`src/hdl/lsu_pkg.sv`:
```
package lsu_pkg;

	// Region starts, memory is one 64 KiB page and each IO block one 4 KiB page
	localparam logic [31:0] ADDR_MEM_BASE   = 32'h0000_0000; // Data memory
	localparam logic [31:0] ADDR_LEDR_BASE  = 32'h1000_0000; // Red LEDs
	localparam logic [31:0] ADDR_LEDG_BASE  = 32'h1000_1000; // Green LEDs
	localparam logic [31:0] ADDR_HEX03_BASE = 32'h1000_2000; // Hex digits 3..0
	localparam logic [31:0] ADDR_HEX47_BASE = 32'h1000_3000; // Hex digits 7..4
	localparam logic [31:0] ADDR_LCD_BASE   = 32'h1000_4000; // LCD word
	localparam logic [31:0] ADDR_KEY_BASE   = 32'h1000_5000; // Push keys
	localparam logic [31:0] ADDR_SW_BASE    = 32'h1001_0000; // Slide switches

	// Bit positions inside the one-hot region vector
	localparam int REG_MEM   = 0;
	localparam int REG_LEDR  = 1;
	localparam int REG_LEDG  = 2;
	localparam int REG_HEX03 = 3;
	localparam int REG_HEX47 = 4;
	localparam int REG_LCD   = 5;
	localparam int REG_SW    = 6;
	localparam int REG_KEY   = 7;

	typedef enum logic [2:0] {
		SIZE_BYTE = 3'b001, // Single lane
		SIZE_HALF = 3'b010, // Two lanes
		SIZE_WORD = 3'b100  // All four lanes
	} access_size_t;

	// Same coding as RISC-V funct3 for loads
	typedef enum logic [2:0] {
		LD_B  = 3'b000, // Signed byte
		LD_H  = 3'b001, // Signed half
		LD_W  = 3'b010, // Full word
		LD_BU = 3'b100, // Unsigned byte
		LD_HU = 3'b101  // Unsigned half
	} load_sel_t;

	// Active-low glyphs, bit 0 is segment a
	localparam logic [6:0] SEG_TABLE [16] = '{
		7'h40, 7'h79, 7'h24, 7'h30, // 0 1 2 3
		7'h19, 7'h12, 7'h02, 7'h78, // 4 5 6 7
		7'h00, 7'h10, 7'h08, 7'h03, // 8 9 A b
		7'h46, 7'h21, 7'h06, 7'h0E  // C d E F
	};

endpackage
```
`src/hdl/lsu_addr_decode.sv`:
```
`timescale 1ns/100ps

module lsu_addr_decode (
	input  logic [31:0] i_addr,     // Data address from the core
	output logic [7:0]  o_region,   // One-hot region select
	output logic [1:0]  o_byte_off  // Offset inside the word
);

	localparam logic [31:0] MEM_PAGE_MASK = 32'hFFFF_0000; // 64 KiB granularity
	localparam logic [31:0] IO_PAGE_MASK  = 32'hFFFF_F000; // 4 KiB granularity

	logic [31:0] mem_page; // Address cut to memory page
	logic [31:0] io_page;  // Address cut to IO page

	assign mem_page = i_addr & MEM_PAGE_MASK;
	assign io_page  = i_addr & IO_PAGE_MASK;

	// Each page matches at most one base, so the vector stays one-hot or zero
	assign o_region[lsu_pkg::REG_MEM] =
		(mem_page == lsu_pkg::ADDR_MEM_BASE);
	assign o_region[lsu_pkg::REG_LEDR] =
		(io_page == lsu_pkg::ADDR_LEDR_BASE);
	assign o_region[lsu_pkg::REG_LEDG] =
		(io_page == lsu_pkg::ADDR_LEDG_BASE);
	assign o_region[lsu_pkg::REG_HEX03] =
		(io_page == lsu_pkg::ADDR_HEX03_BASE);
	assign o_region[lsu_pkg::REG_HEX47] =
		(io_page == lsu_pkg::ADDR_HEX47_BASE);
	assign o_region[lsu_pkg::REG_LCD] =
		(io_page == lsu_pkg::ADDR_LCD_BASE);
	assign o_region[lsu_pkg::REG_SW] =
		(io_page == lsu_pkg::ADDR_SW_BASE);
	assign o_region[lsu_pkg::REG_KEY] =
		(io_page == lsu_pkg::ADDR_KEY_BASE);

	assign o_byte_off = i_addr[1:0]; // Lane of the first byte

endmodule

```
`config.mk`:
```
export PLATFORM = sky130hd
export DESIGN_NAME = lsu_addr_decode
export DESIGN_NICKNAME = d
export VERILOG_FILES = /design/src/hdl/lsu_pkg.sv /design/src/hdl/lsu_addr_decode.sv
export SDC_FILE = /design/constraint.sdc
export NUM_CORES = 1
export LEC_CHECK = 0
export ABC_AREA = 1
export BUFFER_PORTS_ARGS = -buffer_cell sky130_fd_sc_hd__buf_2
export CORE_AREA = 5 5 42 44
export DETAILED_ROUTE_END_ITERATION = 8
export DIE_AREA = 0 0 47 49
export GPL_TIMING_DRIVEN = 0
export PLACE_DENSITY = 0.59
export SETUP_SLACK_MARGIN = 0.1
export SYNTH_ARGS = -nofsm -noshare
export SYNTH_HDL_FRONTEND = slang
export SYNTH_SLANG_ARGS = --single-unit
```
`constraint.sdc`:
```
create_clock -name vclk -period 1.2
set_input_delay 0.18 -clock vclk [all_inputs]
set_output_delay 0.18 -clock vclk [all_outputs]
set_load 0.02 [all_outputs]
```
==> metrics.txt <==
outcome finished, final reports clean; dpl ws 0.0177 ns; Clk network pwr share 0%; Core ar. around 0.0014 sq mm; GRT Util Overall 6.88%; largest area contributor in the netlist nor2_1; Crit path required time just over 1 ns; Die W ~47 um; total gr overflow 0; DRT Wirelength about 910 um; antenna cells 0; multi-input logic area 221 sq um; gpl congestion roughly 0.75; Worst Max-Slew Pin Slew between 0.1 and 0.15 ns; row count 14; DP HPWL 691 um; routed via count around 410; Post-Syn Nets between 80 and 90; fin. max-slew vios 0; Initial DRT Pass Iterations 2; Final setup viols 0; Final Hold Fails 0; maximum clock frequency between 800 and 900 MHz; Sum Neg Setup Slack 0 ns; Max Cap Violations 0; Register Area 0 sq um; period utilization slightly above 90%; Logic pwr share 100.0%; hold path cells 2; register area share after synthesis 0%; Layout area overhead 142%; Avg Cell Area, Syn about 4.3 sq um; I/O pins between 40 and 50; Post-Syn Instances 54; die area 0.00230 sq mm; area post-placement between 400 and 500 sq um; critical path class input pin to output pin; vias in the first global route around 340; Worst path max stage delay 0.14 ns; Worst setup SP type input pin; # port buffers 30; Slowest cell on crit path buf_4; most frequent cells in the layout buf_4, buf_2, nor2_1, inv_1, buf_6; final instance area 557 sq um; setup ws final a little over 0.08 ns; Die Ht ~49 um; power density over the cells about 230 mW/mm^2; P_sw approximately 54 uW; Max-Slew Margin vs Limit slightly above 90%; maximum VDD drop 0.0936 mV; Starting Density ~16%; worst hold path type input pin to output pin; RSZ-0062 raised after global routing yes; switch share around 43%; critical-path cell list buf_6 > nor2_4 > nand2_1 > nor2_2 > nand2_2 > nor2_1 > buf_4; fill count 164; via/cell ratio ~4.0; post-synth top area share 34.2%; antenna viol nets, final 0; pin count of the biggest net entering global routing 7; layout cells sized above 1 between 50% and 60%; crit path capture type output pin; drt wl/cell a little under 9 um; Crit Path Max Fanout 6; Lkg Pwr about 0.29 nW; Hold EP o_byte_off[1]; final net count roughly 120; Yosys Warn Count 0; Syn Std Cell Area 230 sq um; antenna violations before repair 0; part of the power in registers 0%; # DRC 0; synth unique cells 8; sequential cell count 0; Int Power ~73 uW; top cells by area, synth nor2_1, inv_1, nand2_1, nand3_1, nor2_2; global-route wire length before repair ~1.3 mm; Power Total approximately 130 uW; WP data arrival between 0.9 and 1 ns; min-delay src i_addr[1]; clock buffers 0; fin crit period 1.12 ns; Iteration-0 DRC Markers 3
==> critical path: cells and delay by family <==
kind	cells	cell delay, ns
simple gates	5	0.52
buf+inv	2	0.24
==> metrics by stage <==
step	utilization (%)	hold WS, ns	instances
CTS	33.5	0.579	101
global placement	28.6	0.580	100
floorplan	-	0.473	54
detailed placement	28.6	0.580	100
global route	39.7	0.589	103
finish	39.7	0.579	103
==> area by class of cell <==
type,instances,area share (%)
inverter,11,7.42
buffer,2,2.70
multi-input combinational,41,39.8
timing repair buffer,33,46.5
tap,16,3.60
==> cell usage after synthesis (all sizes together) <==
cell	n
buf	2
inv	11
nand2	11
nand3	4
nand4	2
nor2	24
==> metal layers <==
| layer | share of wire [%] | vias to the layer above | track usage [%] |
|---|---|---|---|
| met2 | 54 | 21 | 12.0 |
| met4 | 0 | 0 | 0 |
| li1 | - | 223 | - |
| met1 | 34 | 170 | 9.35 |
| met5 | 0 | - | 0 |
| met3 | 12 | 0 | 0.738 |
==> how the worst max path moves through the flow <==
stage / start / endpoint / slack (ns) / cells after the start
after floorplan: i_addr[19] / o_region[1] / 0.18 / 5
after global placement: i_addr[15] / o_region[6] / 0.03 / 7
after detailed placement: i_addr[15] / o_region[6] / 0.02 / 7
after CTS: i_addr[24] / o_region[1] / 0.08 / 7
after global routing: i_addr[20] / o_region[4] / -0.01 / 7
final: i_addr[20] / o_region[3] / 0.08 / 7
==> timing repair <==
action                     in CTS  in global routing
pin swaps                      14                 15
hold buffers                    0                  0
buffers inserted                1                  2
setup endpoints to repair       7                  8
resized for setup              16                 18
==> cells by family (layout without fill, tap and decap cells) <==
group	after synthesis	count (layout)	share of synthesized area, %
simple gates	41	41	75.5
buf+inv	13	46	24.5
==> power groups by stage <==
stage	Combinational, mW	Clock, mW	Sequential (mW)
2_1_floorplan	0.0369	0	0
3_3_place_gp	0.0807	0	0
3_5_place_dp	0.0821	0	0
4_1_cts	0.101	0	0
5_1_grt	0.139	0	0
6_report	0.127	0	0
No activity file was read; power rests on OpenSTA's default activity.
