==> src/hdl/lsu_pkg.sv <==
package lsu_pkg;

	// Region starts, memory is one 64 KiB page and each IO block one 4 KiB page
	localparam logic [31:0] ADDR_MEM_BASE   = 32'h0000_0000; // Data memory
	localparam logic [31:0] ADDR_LEDR_BASE  = 32'h1000_0000; // Red LEDs
	localparam logic [31:0] ADDR_LEDG_BASE  = 32'h1000_1000; // Green LEDs
	localparam logic [31:0] ADDR_HEX03_BASE = 32'h1000_2000; // Hex digits 3..0
	localparam logic [31:0] ADDR_HEX47_BASE = 32'h1000_3000; // Hex digits 7..4
	localparam logic [31:0] ADDR_LCD_BASE   = 32'h1000_4000; // LCD word
	localparam logic [31:0] ADDR_KEY_BASE   = 32'h1000_5000; // Push keys
	localparam logic [31:0] ADDR_SW_BASE    = 32'h1001_0000; // Slide switches

	// Bit positions inside the one-hot region vector
	localparam int REG_MEM   = 0;
	localparam int REG_LEDR  = 1;
	localparam int REG_LEDG  = 2;
	localparam int REG_HEX03 = 3;
	localparam int REG_HEX47 = 4;
	localparam int REG_LCD   = 5;
	localparam int REG_SW    = 6;
	localparam int REG_KEY   = 7;

	typedef enum logic [2:0] {
		SIZE_BYTE = 3'b001, // Single lane
		SIZE_HALF = 3'b010, // Two lanes
		SIZE_WORD = 3'b100  // All four lanes
	} access_size_t;

	// Same coding as RISC-V funct3 for loads
	typedef enum logic [2:0] {
		LD_B  = 3'b000, // Signed byte
		LD_H  = 3'b001, // Signed half
		LD_W  = 3'b010, // Full word
		LD_BU = 3'b100, // Unsigned byte
		LD_HU = 3'b101  // Unsigned half
	} load_sel_t;

	// Active-low glyphs, bit 0 is segment a
	localparam logic [6:0] SEG_TABLE [16] = '{
		7'h40, 7'h79, 7'h24, 7'h30, // 0 1 2 3
		7'h19, 7'h12, 7'h02, 7'h78, // 4 5 6 7
		7'h00, 7'h10, 7'h08, 7'h03, // 8 9 A b
		7'h46, 7'h21, 7'h06, 7'h0E  // C d E F
	};

endpackage
==> src/hdl/lsu_io_regs.sv <==
`timescale 1ns/100ps

module lsu_io_regs (
	input  logic                  i_clk,        // Register clock
	input  logic                  i_reset,      // Async reset, active low
	input  logic                  i_wren,       // Store level from the core
	input  logic [7:0]            i_region,     // One-hot region select
	input  lsu_pkg::access_size_t i_size,       // Store width
	input  logic [31:0]           i_st_data,    // Store data
	output logic [31:0]           o_io_ledr,    // Red LEDs
	output logic [31:0]           o_io_ledg,    // Green LEDs
	output logic [31:0]           o_io_lcd,     // LCD control word
	output logic [6:0]            o_io_hex0,    // Digit 0, active low
	output logic [6:0]            o_io_hex1,
	output logic [6:0]            o_io_hex2,
	output logic [6:0]            o_io_hex3,
	output logic [6:0]            o_io_hex4,
	output logic [6:0]            o_io_hex5,
	output logic [6:0]            o_io_hex6,
	output logic [6:0]            o_io_hex7,    // Digit 7
	output logic [31:0]           o_io_rd_data  // Read-back for loads
);

	logic [16:0] ledr_q;    // 17 red LEDs
	logic [7:0]  ledg_q;    // 8 green LEDs
	logic [31:0] lcd_q;
	logic [3:0]  nib_q [8]; // Digit values
	logic [6:0]  seg [8];   // Decoded glyphs
	logic        hex_word;  // Hex pages only take full words

	assign hex_word = i_wren && (i_size == lsu_pkg::SIZE_WORD);

	always_ff @(posedge i_clk or negedge i_reset) begin
		if (!i_reset) begin
			ledr_q <= '0;
			ledg_q <= '0;
			lcd_q  <= '0;
		end else if (i_wren) begin
			if (i_region[lsu_pkg::REG_LEDR]) ledr_q <= i_st_data[16:0];
			if (i_region[lsu_pkg::REG_LEDG]) ledg_q <= i_st_data[7:0];
			if (i_region[lsu_pkg::REG_LCD])  lcd_q  <= i_st_data;
		end
	end

	// Nibble k of the low half goes to digit k, or k+4 for the upper page
	always_ff @(posedge i_clk or negedge i_reset) begin
		if (!i_reset) begin
			for (int k = 0; k < 8; k++) begin
				nib_q[k] <= 4'h0; // Shows 0 out of reset
			end
		end else begin
			for (int k = 0; k < 4; k++) begin
				if (hex_word && i_region[lsu_pkg::REG_HEX03]) nib_q[k]   <= i_st_data[4*k +: 4];
				if (hex_word && i_region[lsu_pkg::REG_HEX47]) nib_q[k+4] <= i_st_data[4*k +: 4];
			end
		end
	end

	for (genvar g = 0; g < 8; g++) begin : g_digit
		hex_seg_decode u_seg (
			.i_nibble (nib_q[g]),
			.o_seg    (seg[g])
		);
	end

	assign o_io_ledr = {15'h0, ledr_q};
	assign o_io_ledg = {24'h0, ledg_q};
	assign o_io_lcd  = lcd_q;
	assign o_io_hex0 = seg[0];
	assign o_io_hex1 = seg[1];
	assign o_io_hex2 = seg[2];
	assign o_io_hex3 = seg[3];
	assign o_io_hex4 = seg[4];
	assign o_io_hex5 = seg[5];
	assign o_io_hex6 = seg[6];
	assign o_io_hex7 = seg[7];

	always_comb begin
		o_io_rd_data = 32'h0; // Inputs and memory come from elsewhere
		if (i_region[lsu_pkg::REG_LEDR])  o_io_rd_data = o_io_ledr;
		if (i_region[lsu_pkg::REG_LEDG])  o_io_rd_data = o_io_ledg;
		if (i_region[lsu_pkg::REG_LCD])   o_io_rd_data = lcd_q;
		if (i_region[lsu_pkg::REG_HEX03]) o_io_rd_data = {1'b0, seg[3], 1'b0, seg[2],
		                                                  1'b0, seg[1], 1'b0, seg[0]};
		if (i_region[lsu_pkg::REG_HEX47]) o_io_rd_data = {1'b0, seg[7], 1'b0, seg[6],
		                                                  1'b0, seg[5], 1'b0, seg[4]};
	end

	// Overlapping pages in the decoder would corrupt both stores and read-back
	a_region_onehot: assert property (
		@(posedge i_clk) disable iff (!i_reset) $onehot0(i_region)
	) else $error("region select not one-hot: %b", i_region);

endmodule

==> src/hdl/hex_seg_decode.sv <==
`timescale 1ns/100ps

module hex_seg_decode (
	input  logic [3:0] i_nibble, // Digit value
	output logic [6:0] o_seg     // Segments g..a, active low
);

	always_comb begin
		case (i_nibble)
			4'h0: o_seg = lsu_pkg::SEG_TABLE[0];
			4'h1: o_seg = lsu_pkg::SEG_TABLE[1];
			4'h2: o_seg = lsu_pkg::SEG_TABLE[2];
			4'h3: o_seg = lsu_pkg::SEG_TABLE[3];
			4'h4: o_seg = lsu_pkg::SEG_TABLE[4];
			4'h5: o_seg = lsu_pkg::SEG_TABLE[5];
			4'h6: o_seg = lsu_pkg::SEG_TABLE[6];
			4'h7: o_seg = lsu_pkg::SEG_TABLE[7];
			4'h8: o_seg = lsu_pkg::SEG_TABLE[8];
			4'h9: o_seg = lsu_pkg::SEG_TABLE[9];
			4'hA: o_seg = lsu_pkg::SEG_TABLE[10]; // Letters from here on
			4'hB: o_seg = lsu_pkg::SEG_TABLE[11]; // Lower case b
			4'hC: o_seg = lsu_pkg::SEG_TABLE[12];
			4'hD: o_seg = lsu_pkg::SEG_TABLE[13]; // Lower case d
			4'hE: o_seg = lsu_pkg::SEG_TABLE[14];
			4'hF: o_seg = lsu_pkg::SEG_TABLE[15];
		endcase
	end

endmodule

==> config.mk <==
export PLATFORM = sky130hd
export DESIGN_NAME = lsu_io_regs
export DESIGN_NICKNAME = d
export VERILOG_FILES = /design/src/hdl/lsu_pkg.sv /design/src/hdl/lsu_io_regs.sv /design/src/hdl/hex_seg_decode.sv
export SDC_FILE = /design/constraint.sdc
export NUM_CORES = 1
export LEC_CHECK = 0
export BUFFER_PORTS_ARGS = -buffer_cell sky130_fd_sc_hd__clkbuf_2
export CAP_MARGIN = 20
export CORE_ASPECT_RATIO = 0.8
export CORE_UTILIZATION = 46
export CTS_CLUSTER_DIAMETER = 100
export CTS_CLUSTER_SIZE = 12
export DETAILED_ROUTE_END_ITERATION = 8
export GPL_TIMING_DRIVEN = 1
export HOLD_SLACK_MARGIN = 0.12
export PLACE_DENSITY = 0.77
export SYNTH_ARGS = -nofsm -noshare
export SYNTH_HDL_FRONTEND = slang
export SYNTH_HIERARCHICAL = 1
export SYNTH_SLANG_ARGS = --single-unit
==> constraint.sdc <==
create_clock -name i_clk -period 1.65 [get_ports i_clk]
set_input_delay 0.0825 -clock i_clk [delete_from_list [all_inputs] [get_ports i_clk]]
set_output_delay 0.0825 -clock i_clk [all_outputs]
set_load 0.005 [all_outputs]
==> results_dict.tcl <==
set metrics [dict create \
    synth-xor-area-share_pct 0 \
    firstDrtPassIters 5 \
    placed_cell_area_sq_um 8420 \
    synth_top_family_by_area "multiplexers" \
    grt_pass1_vias 6255 \
    placementRows 38 \
    post_synth.cell_area_avg_sq_um 10.7 \
    die_x_microns 136 \
    power_density_nw_per_um2 1260 \
    path_clk_slew_ps 70 \
    gr-total-overflow 0 \
    synthAdderAreaFrac_pct 10.6 \
    outcome "complete, but fails checks" \
    setup_viol 83 \
    synthArstFlopShare_pct 100 \
    netlist_area_sq_um 6600 \
    critPathArrivalTime_ps 2240 \
    violations "negative setup slack" \
    port-buffer-count 187 \
    h-tree-depth 3 \
    fin_ws_ps -671 \
    peakVddDrop_mv 0.890 \
    rr_startpoint "nib_q[24]$_DFFE_PN0P_" \
    whs_ps 227 \
    ys_types 30 \
    finalMaxSlewViolations 0 \
    place_hpwl_microns 14400 \
    max_stage_delay_ps 510 \
    end_kind "output pin" \
    synthSimpleGateAreaFrac_pct 7.76 \
    reg2reg_to "nib_q[24]$_DFFE_PN0P_" \
    cts_tree "done" \
    first_iter_violations 574 \
    ys_seq_area_share_pct 33.8 \
    diodes 0 \
    rsz0062_at_grt "true" \
    synth_cells 617 \
    core_region_area_sq_um 13800 \
    syn_to_final_growth_pct 60.6 \
    fillCellCount 777 \
    dieArea_sq_um 14800 \
    maxSlewHeadroom_pct 46.7 \
    instances_no_fill 1171 \
    clock.fmax_mhz 431 \
    gp_congestion 0.898 \
    yosys.area.top_type_share_pct 33.8 \
    crit_fanout 5 \
    synth_top_area_cell "dfrtp_1" \
    fin_nets 1088 \
    placed_cells 1072 \
    grt_use_total_pct 30.5 \
    rrSetupSlack_ps 380 \
    path_cells "inv_4 > ha_4 > inv_2 > mux4_2 > a22oi_2 > o221ai_1 > buf_2" \
    worstPathRequired_ps 1570 \
    grt_pass1_wl_microns 34400 \
    post_drt_wl_per_cell_microns 22.1 \
    crit_family "multiplexers" \
    ios 230 \
    critical_path_class "reg -> out" \
    skew_ps 0 \
    path_buf_inv 3 \
    min_path_type "in -> async" \
    drive_gt1_share_pct 66.1 \
    vias 6689 \
    ys_top_cells_by_count "dfrtp_1, mux2_2, ha_1, o21ai_0, nor2_1" \
    cts-root-buf "clkbuf_16" \
    synth_edf_count 0 \
    ant_nets 0 \
    clockBufferDepth 2 \
    grt_max_degree 36 \
    ff2ff_path_depth 4 \
    die_h_microns 109 \
    synth_compound_area_share_pct 12.6 \
    synth_ff_type "dfrtp_1" \
    cts_buffers 9 \
    drc_errors 0 \
    ys_warn_count 6 \
    ys_ff_latch 89 \
    stdcell_area_sq_um 10600 \
    yosys.cell_count.top_type "dfrtp_1" \
    period_share_pct 141 \
    synth_area_leaders "dfrtp_1, mux2_2, ha_1, mux2i_1, buf_4" \
    worstSkewPairLatency_ps 350 \
    tightest_slew_ps 798 \
    leakage_nw 5.05 \
    clock_sinks 89 \
    crit_start "nib_q[24]$_DFFE_PN0P_" \
    start_util_pct 47.8 \
    final-hold-violation-count 0 \
    crit_slowest_cell "mux4_2" \
    vias_per_cell 5.71 \
    wl_microns 25800 \
    maxCapViolations 0 \
    finalWorstPathRequiredPeriod_ps 2320 \
    synth_mux_area_share_pct 25.2 \
    crit_path_start_kind "flip-flop" \
    antenna_found_initial 0 \
]
## what timing repair did
item | CTS | global route
resized for setup | 209 | 123
buffers inserted | 43 | 31
gates cloned | 0 | 0
setup endpoints to repair | 84 | 84
endpoints found under the hold margin | 178 | 0
hold buffers | 33 | 0
pin swaps | 53 | 41
## cells by family after synthesis
logic type	after synthesis
and+or+nand+nor	102
adders and majority gates	56
buffers and inverters	111
AOI/OAI and AO/OA	121
muxes	137
other	1
DFF	89
## stage by stage
stage          setup TNS (ps)  util [%]  worst slack [ps]  total power, mW
6_report               -26870      76.8              -671             13.4
2_1_floorplan            -106         -             -35.7             5.84
3_3_place_gp            -1860      61.1              -218             8.39
4_1_cts                -21260      72.8              -537             11.9
5_1_grt                -31000      76.8              -720             14.0
3_5_place_dp            -2770      61.1              -224             8.54
## layer usage
metal	global-route usage, %	vias to the layer above	share of wire [%]
met5	0	-	0
met4	12.5	0	4.6
met3	5.67	108	7.2
met2	51.7	407	50
met1	38.5	3302	38
li1	-	2872	-
## layout make-up
cell class	instances	area [sq um]	area share [%]
Clock buffer	12	246	2.33
Clock inverter	4	37.5	0.354
Inverter	34	155	1.46
Multi-Input combinational cell	455	4690	44.2
Sequential cell	89	2240	21.2
Tap cell	180	225	2.13
Timing Repair Buffer	397	3000	28.3
## worst max path at each step
| stage | endpoint | slack [ps] | cells after the start |
|---|---|---|---|
| final | o_io_rd_data[11] | -670 | 7 |
| after global routing | o_io_rd_data[11] | -720 | 7 |
| after CTS | o_io_rd_data[11] | -540 | 8 |
| after detailed placement | o_io_rd_data[8] | -220 | 8 |
| after global placement | o_io_rd_data[8] | -220 | 8 |
| after floorplan | o_io_rd_data[16] | -40 | 7 |
## layout by cell type, fill, tap and decap left out, types with 20 or more instances in the layout
cell type and n:
clkbuf_2 155, buf_4 110, mux2_2 84, buf_6 82, dfrtp_1 77, conb_1 39, ha_4 38, nor2_1 37
dlygate4sd3_1 33, nand2_1 29, mux2i_1 20
## report_power, final
group	switching (mW)	internal, mW	total [mW]	leakage (nW)
Combinational	3.65	4.50	8.15	3.86
Sequential	0.608	2.58	3.19	1.05
Clock	0.964	1.09	2.05	0.139
## registers in the layout, summed over array words and instances, names as in the netlist
| register | flops |
|---|---|
| ledr_q | 17 |
| nib_q | 32 |
| o_io_lcd | 32 |
| ledg_q | 8 |
(Power assumes the default switching activity.)
