$ cat config.mk
export PLATFORM = sky130hd
export DESIGN_NAME = lsu_load_format
export DESIGN_NICKNAME = d
export VERILOG_FILES = /design/src/hdl/lsu_pkg.sv /design/src/hdl/lsu_load_format.sv
export SDC_FILE = /design/constraint.sdc
export NUM_CORES = 1
export LEC_CHECK = 0
export BUFFER_PORTS_ARGS = -buffer_cell sky130_fd_sc_hd__buf_2
export CAP_MARGIN = 20
export CELL_PAD_IN_SITES_DETAIL_PLACEMENT = 0
export CELL_PAD_IN_SITES_GLOBAL_PLACEMENT = 1
export CORE_MARGIN = 8
export CORE_UTILIZATION = 22
export DETAILED_ROUTE_END_ITERATION = 12
export GPL_TIMING_DRIVEN = 0
export MAX_ROUTING_LAYER = met4
export PLACE_DENSITY_LB_ADDON = 0.2
export SETUP_SLACK_MARGIN = 0.3
export SLEW_MARGIN = 0
export SYNTH_ARGS = -nofsm -noshare
export SYNTH_HDL_FRONTEND = slang
export SYNTH_SLANG_ARGS = --single-unit
$ cat constraint.sdc
create_clock -name vclk -period 2.13
set_input_delay 0.426 -clock vclk [all_inputs]
set_output_delay 0.426 -clock vclk [all_outputs]
set_load 0.01 [all_outputs]
$ cat src/hdl/lsu_pkg.sv
package lsu_pkg;

	// Region starts, memory is one 64 KiB page and each IO block one 4 KiB page
	localparam logic [31:0] ADDR_MEM_BASE   = 32'h0000_0000; // Data memory
	localparam logic [31:0] ADDR_LEDR_BASE  = 32'h1000_0000; // Red LEDs
	localparam logic [31:0] ADDR_LEDG_BASE  = 32'h1000_1000; // Green LEDs
	localparam logic [31:0] ADDR_HEX03_BASE = 32'h1000_2000; // Hex digits 3..0
	localparam logic [31:0] ADDR_HEX47_BASE = 32'h1000_3000; // Hex digits 7..4
	localparam logic [31:0] ADDR_LCD_BASE   = 32'h1000_4000; // LCD word
	localparam logic [31:0] ADDR_KEY_BASE   = 32'h1000_5000; // Push keys
	localparam logic [31:0] ADDR_SW_BASE    = 32'h1001_0000; // Slide switches

	// Bit positions inside the one-hot region vector
	localparam int REG_MEM   = 0;
	localparam int REG_LEDR  = 1;
	localparam int REG_LEDG  = 2;
	localparam int REG_HEX03 = 3;
	localparam int REG_HEX47 = 4;
	localparam int REG_LCD   = 5;
	localparam int REG_SW    = 6;
	localparam int REG_KEY   = 7;

	typedef enum logic [2:0] {
		SIZE_BYTE = 3'b001, // Single lane
		SIZE_HALF = 3'b010, // Two lanes
		SIZE_WORD = 3'b100  // All four lanes
	} access_size_t;

	// Same coding as RISC-V funct3 for loads
	typedef enum logic [2:0] {
		LD_B  = 3'b000, // Signed byte
		LD_H  = 3'b001, // Signed half
		LD_W  = 3'b010, // Full word
		LD_BU = 3'b100, // Unsigned byte
		LD_HU = 3'b101  // Unsigned half
	} load_sel_t;

	// Active-low glyphs, bit 0 is segment a
	localparam logic [6:0] SEG_TABLE [16] = '{
		7'h40, 7'h79, 7'h24, 7'h30, // 0 1 2 3
		7'h19, 7'h12, 7'h02, 7'h78, // 4 5 6 7
		7'h00, 7'h10, 7'h08, 7'h03, // 8 9 A b
		7'h46, 7'h21, 7'h06, 7'h0E  // C d E F
	};

endpackage
$ cat src/hdl/lsu_load_format.sv
`timescale 1ns/100ps

module lsu_load_format (
	input  logic [31:0]        i_word,       // Aligned memory word
	input  logic [1:0]         i_byte_off,   // Offset of addressed byte
	input  lsu_pkg::load_sel_t i_sl_sel,     // Load width and signedness
	input  logic [7:0]         i_region,     // One-hot region select
	input  logic [31:0]        i_io_rd_data, // Output register read-back
	input  logic [31:0]        i_io_sw,      // Switches
	input  logic [1:0]         i_io_key,     // Keys
	output logic [31:0]        o_ld_data     // Load result to the core
);

	logic [31:0] shifted; // Addressed byte moved to bit 0
	logic [7:0]  ld_byte;
	logic [15:0] ld_half;
	logic [31:0] mem_ld;  // Extended memory load

	assign shifted = i_word >> {i_byte_off, 3'b000};
	assign ld_byte = shifted[7:0];
	assign ld_half = shifted[15:0]; // Offset 2 lands the upper half here

	always_comb begin
		case (i_sl_sel)
			lsu_pkg::LD_B:  mem_ld = {{24{ld_byte[7]}}, ld_byte};
			lsu_pkg::LD_BU: mem_ld = {24'h0, ld_byte};
			lsu_pkg::LD_H:  mem_ld = {{16{ld_half[15]}}, ld_half};
			lsu_pkg::LD_HU: mem_ld = {16'h0, ld_half};
			lsu_pkg::LD_W:  mem_ld = i_word;
			default:        mem_ld = i_word; // Unused funct3 treated as word
		endcase
	end

	// Source select, output regions share one read-back word
	always_comb begin
		if (i_region[lsu_pkg::REG_MEM]) begin
			o_ld_data = mem_ld;
		end else if (i_region[lsu_pkg::REG_SW]) begin
			o_ld_data = i_io_sw;
		end else if (i_region[lsu_pkg::REG_KEY]) begin
			o_ld_data = {30'h0, i_io_key};
		end else if (|i_region) begin
			o_ld_data = i_io_rd_data; // LEDR, LEDG, hex or LCD
		end else begin
			o_ld_data = 32'h0;        // Unmapped
		end
	end

endmodule

==> results.yml, run 1 <==
sta:
  fmax_mhz: 435.1
  period_share: 1.079
  rsz0062_at_grt: "yes"
  setup_viol: 29
  worst_slack_ns: -0.1683
  layout_min_cycle_time_ns: 2.298
  worst_pin_slew_ns: 0.6131
  slew_headroom: 0.5913
  setup_tns_ns: -3.622
  hold_viol_final: 0
  slew_violations: 0
layout:
  clkbuf_count: 0
  final_nets: 494
  design.seq.count: 0
  regArea_sq_um: 0
  instances_no_fill: 462
  drive_above_1_share: 0.6378
  syn_to_final_growth_pct: 93.78
critical_path:
  crit_path_end_kind: "primary output"
  critPathMaxFanout: 5
  cp-start-kind: "primary input"
  cp.arrival_ns: 1.87
  required_ns: 1.70
  worstSetupPathType: "primary input to primary output"
synthesis:
  yosys-top-cells-area: "a21oi_1 (13%), a2bb2oi_1 (9.2%), or3b_2 (9.2%), a221oi_1 (8.6%), nor2b_1 (7.8%)"
  synth_top_area_share: 0.1310
  muxShareOfSynthArea: 0.07944
  synthCells: 227
  synth_top_family_by_area: "compound AO/OA/AOI/OAI gates"
  yosysTopAreaCell: "a21oi_1"
  synth_seq_area_share: 0
  yosysWarnings: 0
  netlist_area_sq_mm: 0.001528
  synth_adder_area_share: 0
  synth_compound_area_frac: 0.5094
  yosysUniqueCellTypes: 32
  yosysMostFrequentCell: "a21oi_1"
  syn_avg_cell_area_sq_um: 6.730
  synth-simple-area-share: 0.3333
  netlist_top_cells_count: "a21oi_1 (40), nor2b_1 (19)"
  synthXorXnorAreaFrac: 0
  synthesis.nets: 338
grt:
  gr-usage-all-layers: 0.1834
  grt_pass1_wl_um: 14420
  grt_start_max_net_pins: 11
  antenna_found_initial: 0
  first_global_vias: 2645
  overflow: 0
power:
  leakage_nw: 1.294
  finalPower_mw: 0.7166
  power_density_mw_per_mm2: 242.1
  ir_drop_mv: 0.08255
die:
  start_util: 0.2261
  core_area_sq_mm: 0.006756
  rows: 30
  die_h_um: 99.33
  dieArea_sq_mm: 0.009866
  io_pins: 143
  die_w_um: 99.33
run:
  drv_cap: 0
drt:
  final_antenna_net_count: 0
  drt-initial-drc-count: 108
  via_count: 2434
  drt_drc_violations_left: 0
  viasPerCell: 5.268
  wl_um: 9252
  firstDrtPassIters: 4
  wl_per_cell_um: 20.03
placed_design:
  dp_cells: 448
  dp_hpwl_um: 7216
  portBuffers: 141
  place_congestion: 0.8516
cts:
  postCtsHoldBufs: 0
run_status:
  violations: "negative setup slack"
  status: "finished, violations left"
worst_hold_path:
  hp-class: "primary input to primary output"
## power breakdown
part	internal [mW]	switching [mW]	total (mW)
Sequential	0	0	0
Combinational	0.370	0.347	0.717
Clock	0.0000000627	0	0.0000000627
## worst paths after layout
kind	to	from	slack [ns]	cells after the start
setup / recovery	o_ld_data[11]	i_byte_off[1]	-0.17	7
hold / removal	o_ld_data[5]	i_io_sw[5]	1.21	4
## worst max-delay path, cell delays in order
cell and delay, ns:
buf_12 0.11, mux2_4 0.31, mux2_4 0.28, a2111oi_4 0.34, buf_4 0.20, a211oi_1 0.04
buf_2 0.16
## cells by family (layout without fill, tap and decap cells)
family                 Yosys count  count (layout)
AOI/OAI and AO/OA              110             110
buffers and inverters           27             181
muxes                           10              10
other                            0               1
and+or+nand+nor                 80              80
## final cells by class
cell class,count,area [sq um]
Timing Repair Buffer,154,893.4
Tap cell,80,100.1
Antenna cell,1,2.502
Inverter,3,11.26
Multi-Input combinational cell,200,1759
Buffer,24,193.9
Fill cell,721,3796
## per-stage QoR
stage | hold slack (ns) | instance area [sq um] | worst slack [ns] | utilization
after CTS | 1.215 | 2870 | -0.2062 | 0.4248
final | 1.212 | 2960 | -0.1683 | 0.4381
after global routing | 1.247 | 2958 | -0.2303 | 0.4378
after floorplan | 0.9628 | 1704 | -0.0002707 | -
after global placement | 1.218 | 2510 | -0.4291 | 0.3715
after detailed placement | 1.216 | 2510 | -0.4230 | 0.3715
## per-layer routing
metal	vias up	wire [um]	track usage
met3	2	790	0.03841
li1	1186	-	-
met1	1127	4206	0.2333
met4	0	29	0.004657
met5	-	0	-
met2	119	4225	0.3063
## cell usage in the layout (no fill, tap or decap), types with 2 or more instances in the layout
cell	Yosys	layout
buf_2	2	133
o21ai_0	9	6
a31oi_1	2	2
a221oi_1	15	7
buf_8	0	2
inv_1	3	3
nand2b_1	12	12
a2bb2oi_2	0	9
o32ai_1	2	2
mux2_2	5	5
mux2_4	3	3
clkbuf_2	0	3
o21ai_1	0	2
clkbuf_8	0	2
nor2_1	6	6
a221oi_2	0	8
a22oi_2	0	4
clkbuf_4	0	2
or3b_2	16	16
a2bb2oi_4	0	7
nand2_1	9	8
a21oi_2	0	2
a211oi_2	1	6
a21oi_1	40	38
buf_12	0	3
o22ai_1	8	7
clkbuf_1	16	8
buf_6	1	15
buf_4	2	10
nor2b_1	19	17
and2_1	16	16
mux2i_1	2	2
## what timing repair did
action / 4_1_cts / 5_1_grt
setup buffers: 8 / 4
cloned: 1 / 0
pin swaps: 13 / 9
endpoints found under the setup margin: 32 / 32
resized for setup: 68 / 18
No activity file was read; power rests on OpenSTA's default activity.
==> run 2, diff against run 1 <==
ABC_AREA = 1   (was default)
PLACE_DENSITY_LB_ADDON = 0.1   (was 0.2)
==> run 2 against run 1 <==
The run now ends clean. Hold slack improved by 0.022 ns. Synthesized cell count is 72% higher. Count of clock-buffer cells in the layout is the same. Flip-flop and latch count is the same. Fmax up 21%. Critical path depth rose by 1. Non-clock buffer count is 11 higher. Routed wire length up 4.4%. First-iteration DRC count down 21%. Total power decreased by 6.0%. Critical endpoint is now o_ld_data[13]. Largest power group unchanged.
==> results.yml, run 2 <==
sta:
  rsz0062_at_grt: "yes"
  whs_ns: 1.234
  slew_violations: 0
  worst_slack_ns: 0.2368
  slew_headroom: 0.7222
  worst_pin_slew_ns: 0.4167
  layout_min_cycle_time_ns: 1.893
  setup_viol: 0
  fmax_mhz: 528.2
  hold_viol_final: 0
  period_share: 0.8888
grt:
  gr-usage-all-layers: 0.1605
  overflow: 0
  first_global_vias: 3105
  antenna_found_initial: 0
  grt_pass1_wl_um: 14810
  grt_start_max_net_pins: 11
critical_path:
  critical_path.endpoint: "o_ld_data[13]"
  path_depth: 8
  cp_cell_sequence: "buf_2 > nor3_4 > nand3_4 > buf_8 > nand3_1 > nand2_2 > nand2_1 > buf_2"
  cp-startpoint: "i_sl_sel[2]"
  cpMaxStageDelayCell: "nor3_4"
  cp-start-kind: "primary input"
  crit_path_end_kind: "primary output"
  slowest_delay_ns: 0.21
  path_delay_family: "simple AND/OR/NAND/NOR gates"
  cp.arrival_ns: 1.47
  worstSetupPathType: "primary input to primary output"
  required_ns: 1.70
  cpMostUsedCell: "buf_2"
  cp_num_buf_inv: 3
  critPathMaxFanout: 5
power:
  leakage_nw: 1.875
  ir_drop_mv: 0.08322
  power_density_mw_per_mm2: 206.5
  finalPower_mw: 0.6737
drt:
  via_count: 2992
  firstDrtPassIters: 4
  drt-initial-drc-count: 85
  final_antenna_net_count: 0
  drt_drc_violations_left: 0
  wl_um: 9655
  wl_per_cell_um: 14.72
  viasPerCell: 4.561
synthesis:
  synthesis.nets: 501
  yosys-top-cells-area: "nand2_1 (34%), a21oi_1 (17%), o21ai_0 (10%), inv_1 (9.0%), nand3_1 (6.7%)"
  yosysUniqueCellTypes: 20
  yosysTopAreaCell: "nand2_1"
  syn_avg_cell_area_sq_um: 4.610
  yosysMostFrequentCell: "nand2_1"
  netlist_area_sq_mm: 0.001798
  netlist_top_cells_count: "nand2_1 (162), a21oi_1 (60), inv_1 (43)"
  synth_top_area_share: 0.3382
  yosysWarnings: 0
  synth_seq_area_share: 0
  synthCells: 390
die:
  io_pins: 143
  die_w_um: 106.4
  rows: 33
  dieArea_sq_mm: 0.01132
  start_util: 0.2233
  core_area_sq_mm: 0.008051
  die_h_um: 106.4
run_status:
  status: "finished, final reports clean"
layout:
  multiInputGateArea_sq_mm: 0.001695
  design.seq.count: 0
  regArea_sq_um: 0
  drive_above_1_share: 0.4809
  mostFrequentLayoutCells: "nand2_1 (153), buf_2 (136), a21oi_1 (55)"
  syn_to_final_growth_pct: 81.42
  mostFrequentLayoutCell: "nand2_1"
  final_nets: 664
  clkbuf_count: 0
  n_antenna_cell: 0
  final_util: 0.4051
  fill_cells: 981
worst_hold_path:
  hp-class: "primary input to primary output"
placed_design:
  place_congestion: 0.8647
  dp_hpwl_um: 7683
  portBuffers: 139
  pre_cts_slack_ns: -0.06952
run:
  drv_cap: 0
cts:
  postCtsHoldBufs: 0
[run 2: cell count changes in the layout (fill, tap and decap cells not counted), sizes merged, moves of 18 or more]
cell,change
nor2b,-19
inv,+44
o21ai,+38
nand2,+155
a21oi,+20
buf,+18
nand3,+36
[run 2: area by class of cell]
type | count | share of cell area
multi-input combinational | 315 | 0.5198
timing repair buffer | 161 | 0.3023
buffer | 28 | 0.07825
inverter | 47 | 0.05946
tap | 105 | 0.04028
[run 2: per-stage QoR]
| step | area, sq um | cells | setup TNS (ns) |
|---|---|---|---|
| floorplan | 1798 | 390 | 0 |
| finish | 3262 | 656 | 0 |
| detailed placement | 2625 | 634 | -0.07714 |
| global placement | 2625 | 634 | -0.05601 |
| CTS | 2997 | 652 | 0 |
| global route | 3262 | 656 | 0 |
[run 2: how the worst min path moves through the flow]
stage | cells past startpoint | start | slack, ns | to
floorplan | 4 | i_word[0] | 1.06 | o_ld_data[0]
global placement | 6 | i_io_sw[24] | 1.25 | o_ld_data[24]
detailed placement | 6 | i_io_sw[17] | 1.25 | o_ld_data[17]
CTS | 6 | i_io_sw[6] | 1.24 | o_ld_data[6]
global route | 6 | i_io_sw[9] | 1.26 | o_ld_data[9]
finish | 6 | i_io_sw[26] | 1.23 | o_ld_data[26]
[run 2: metal layers]
metal  vias to the layer above  GRT usage  wire length [um]
met5                         -          -                 0
met2                        74     0.2824              4884
met3                         0    0.01331               381
met4                         0   0.002010                 0
li1                       1576          -                 -
met1                      1342     0.2058              4389
[run 2: cell families after synthesis]
group	share of synthesized area
AO/OA/AOI/OAI	0.2978
buffers and inverters	0.1886
AND/OR/NAND/NOR	0.5136
[run 2: timing repair]
action                                  4_1_cts  5_1_grt
gates cloned                                  4        1
resized for setup                            80       74
pin swaps                                    23       31
endpoints found under the setup margin       32       32
buffers inserted                             14        3
[run 2: power breakdown]
| group | total (mW) | switching [mW] | internal, mW |
|---|---|---|---|
| Clock | 0 | 0 | 0 |
| Combinational | 0.674 | 0.364 | 0.310 |
| Sequential | 0 | 0 | 0 |
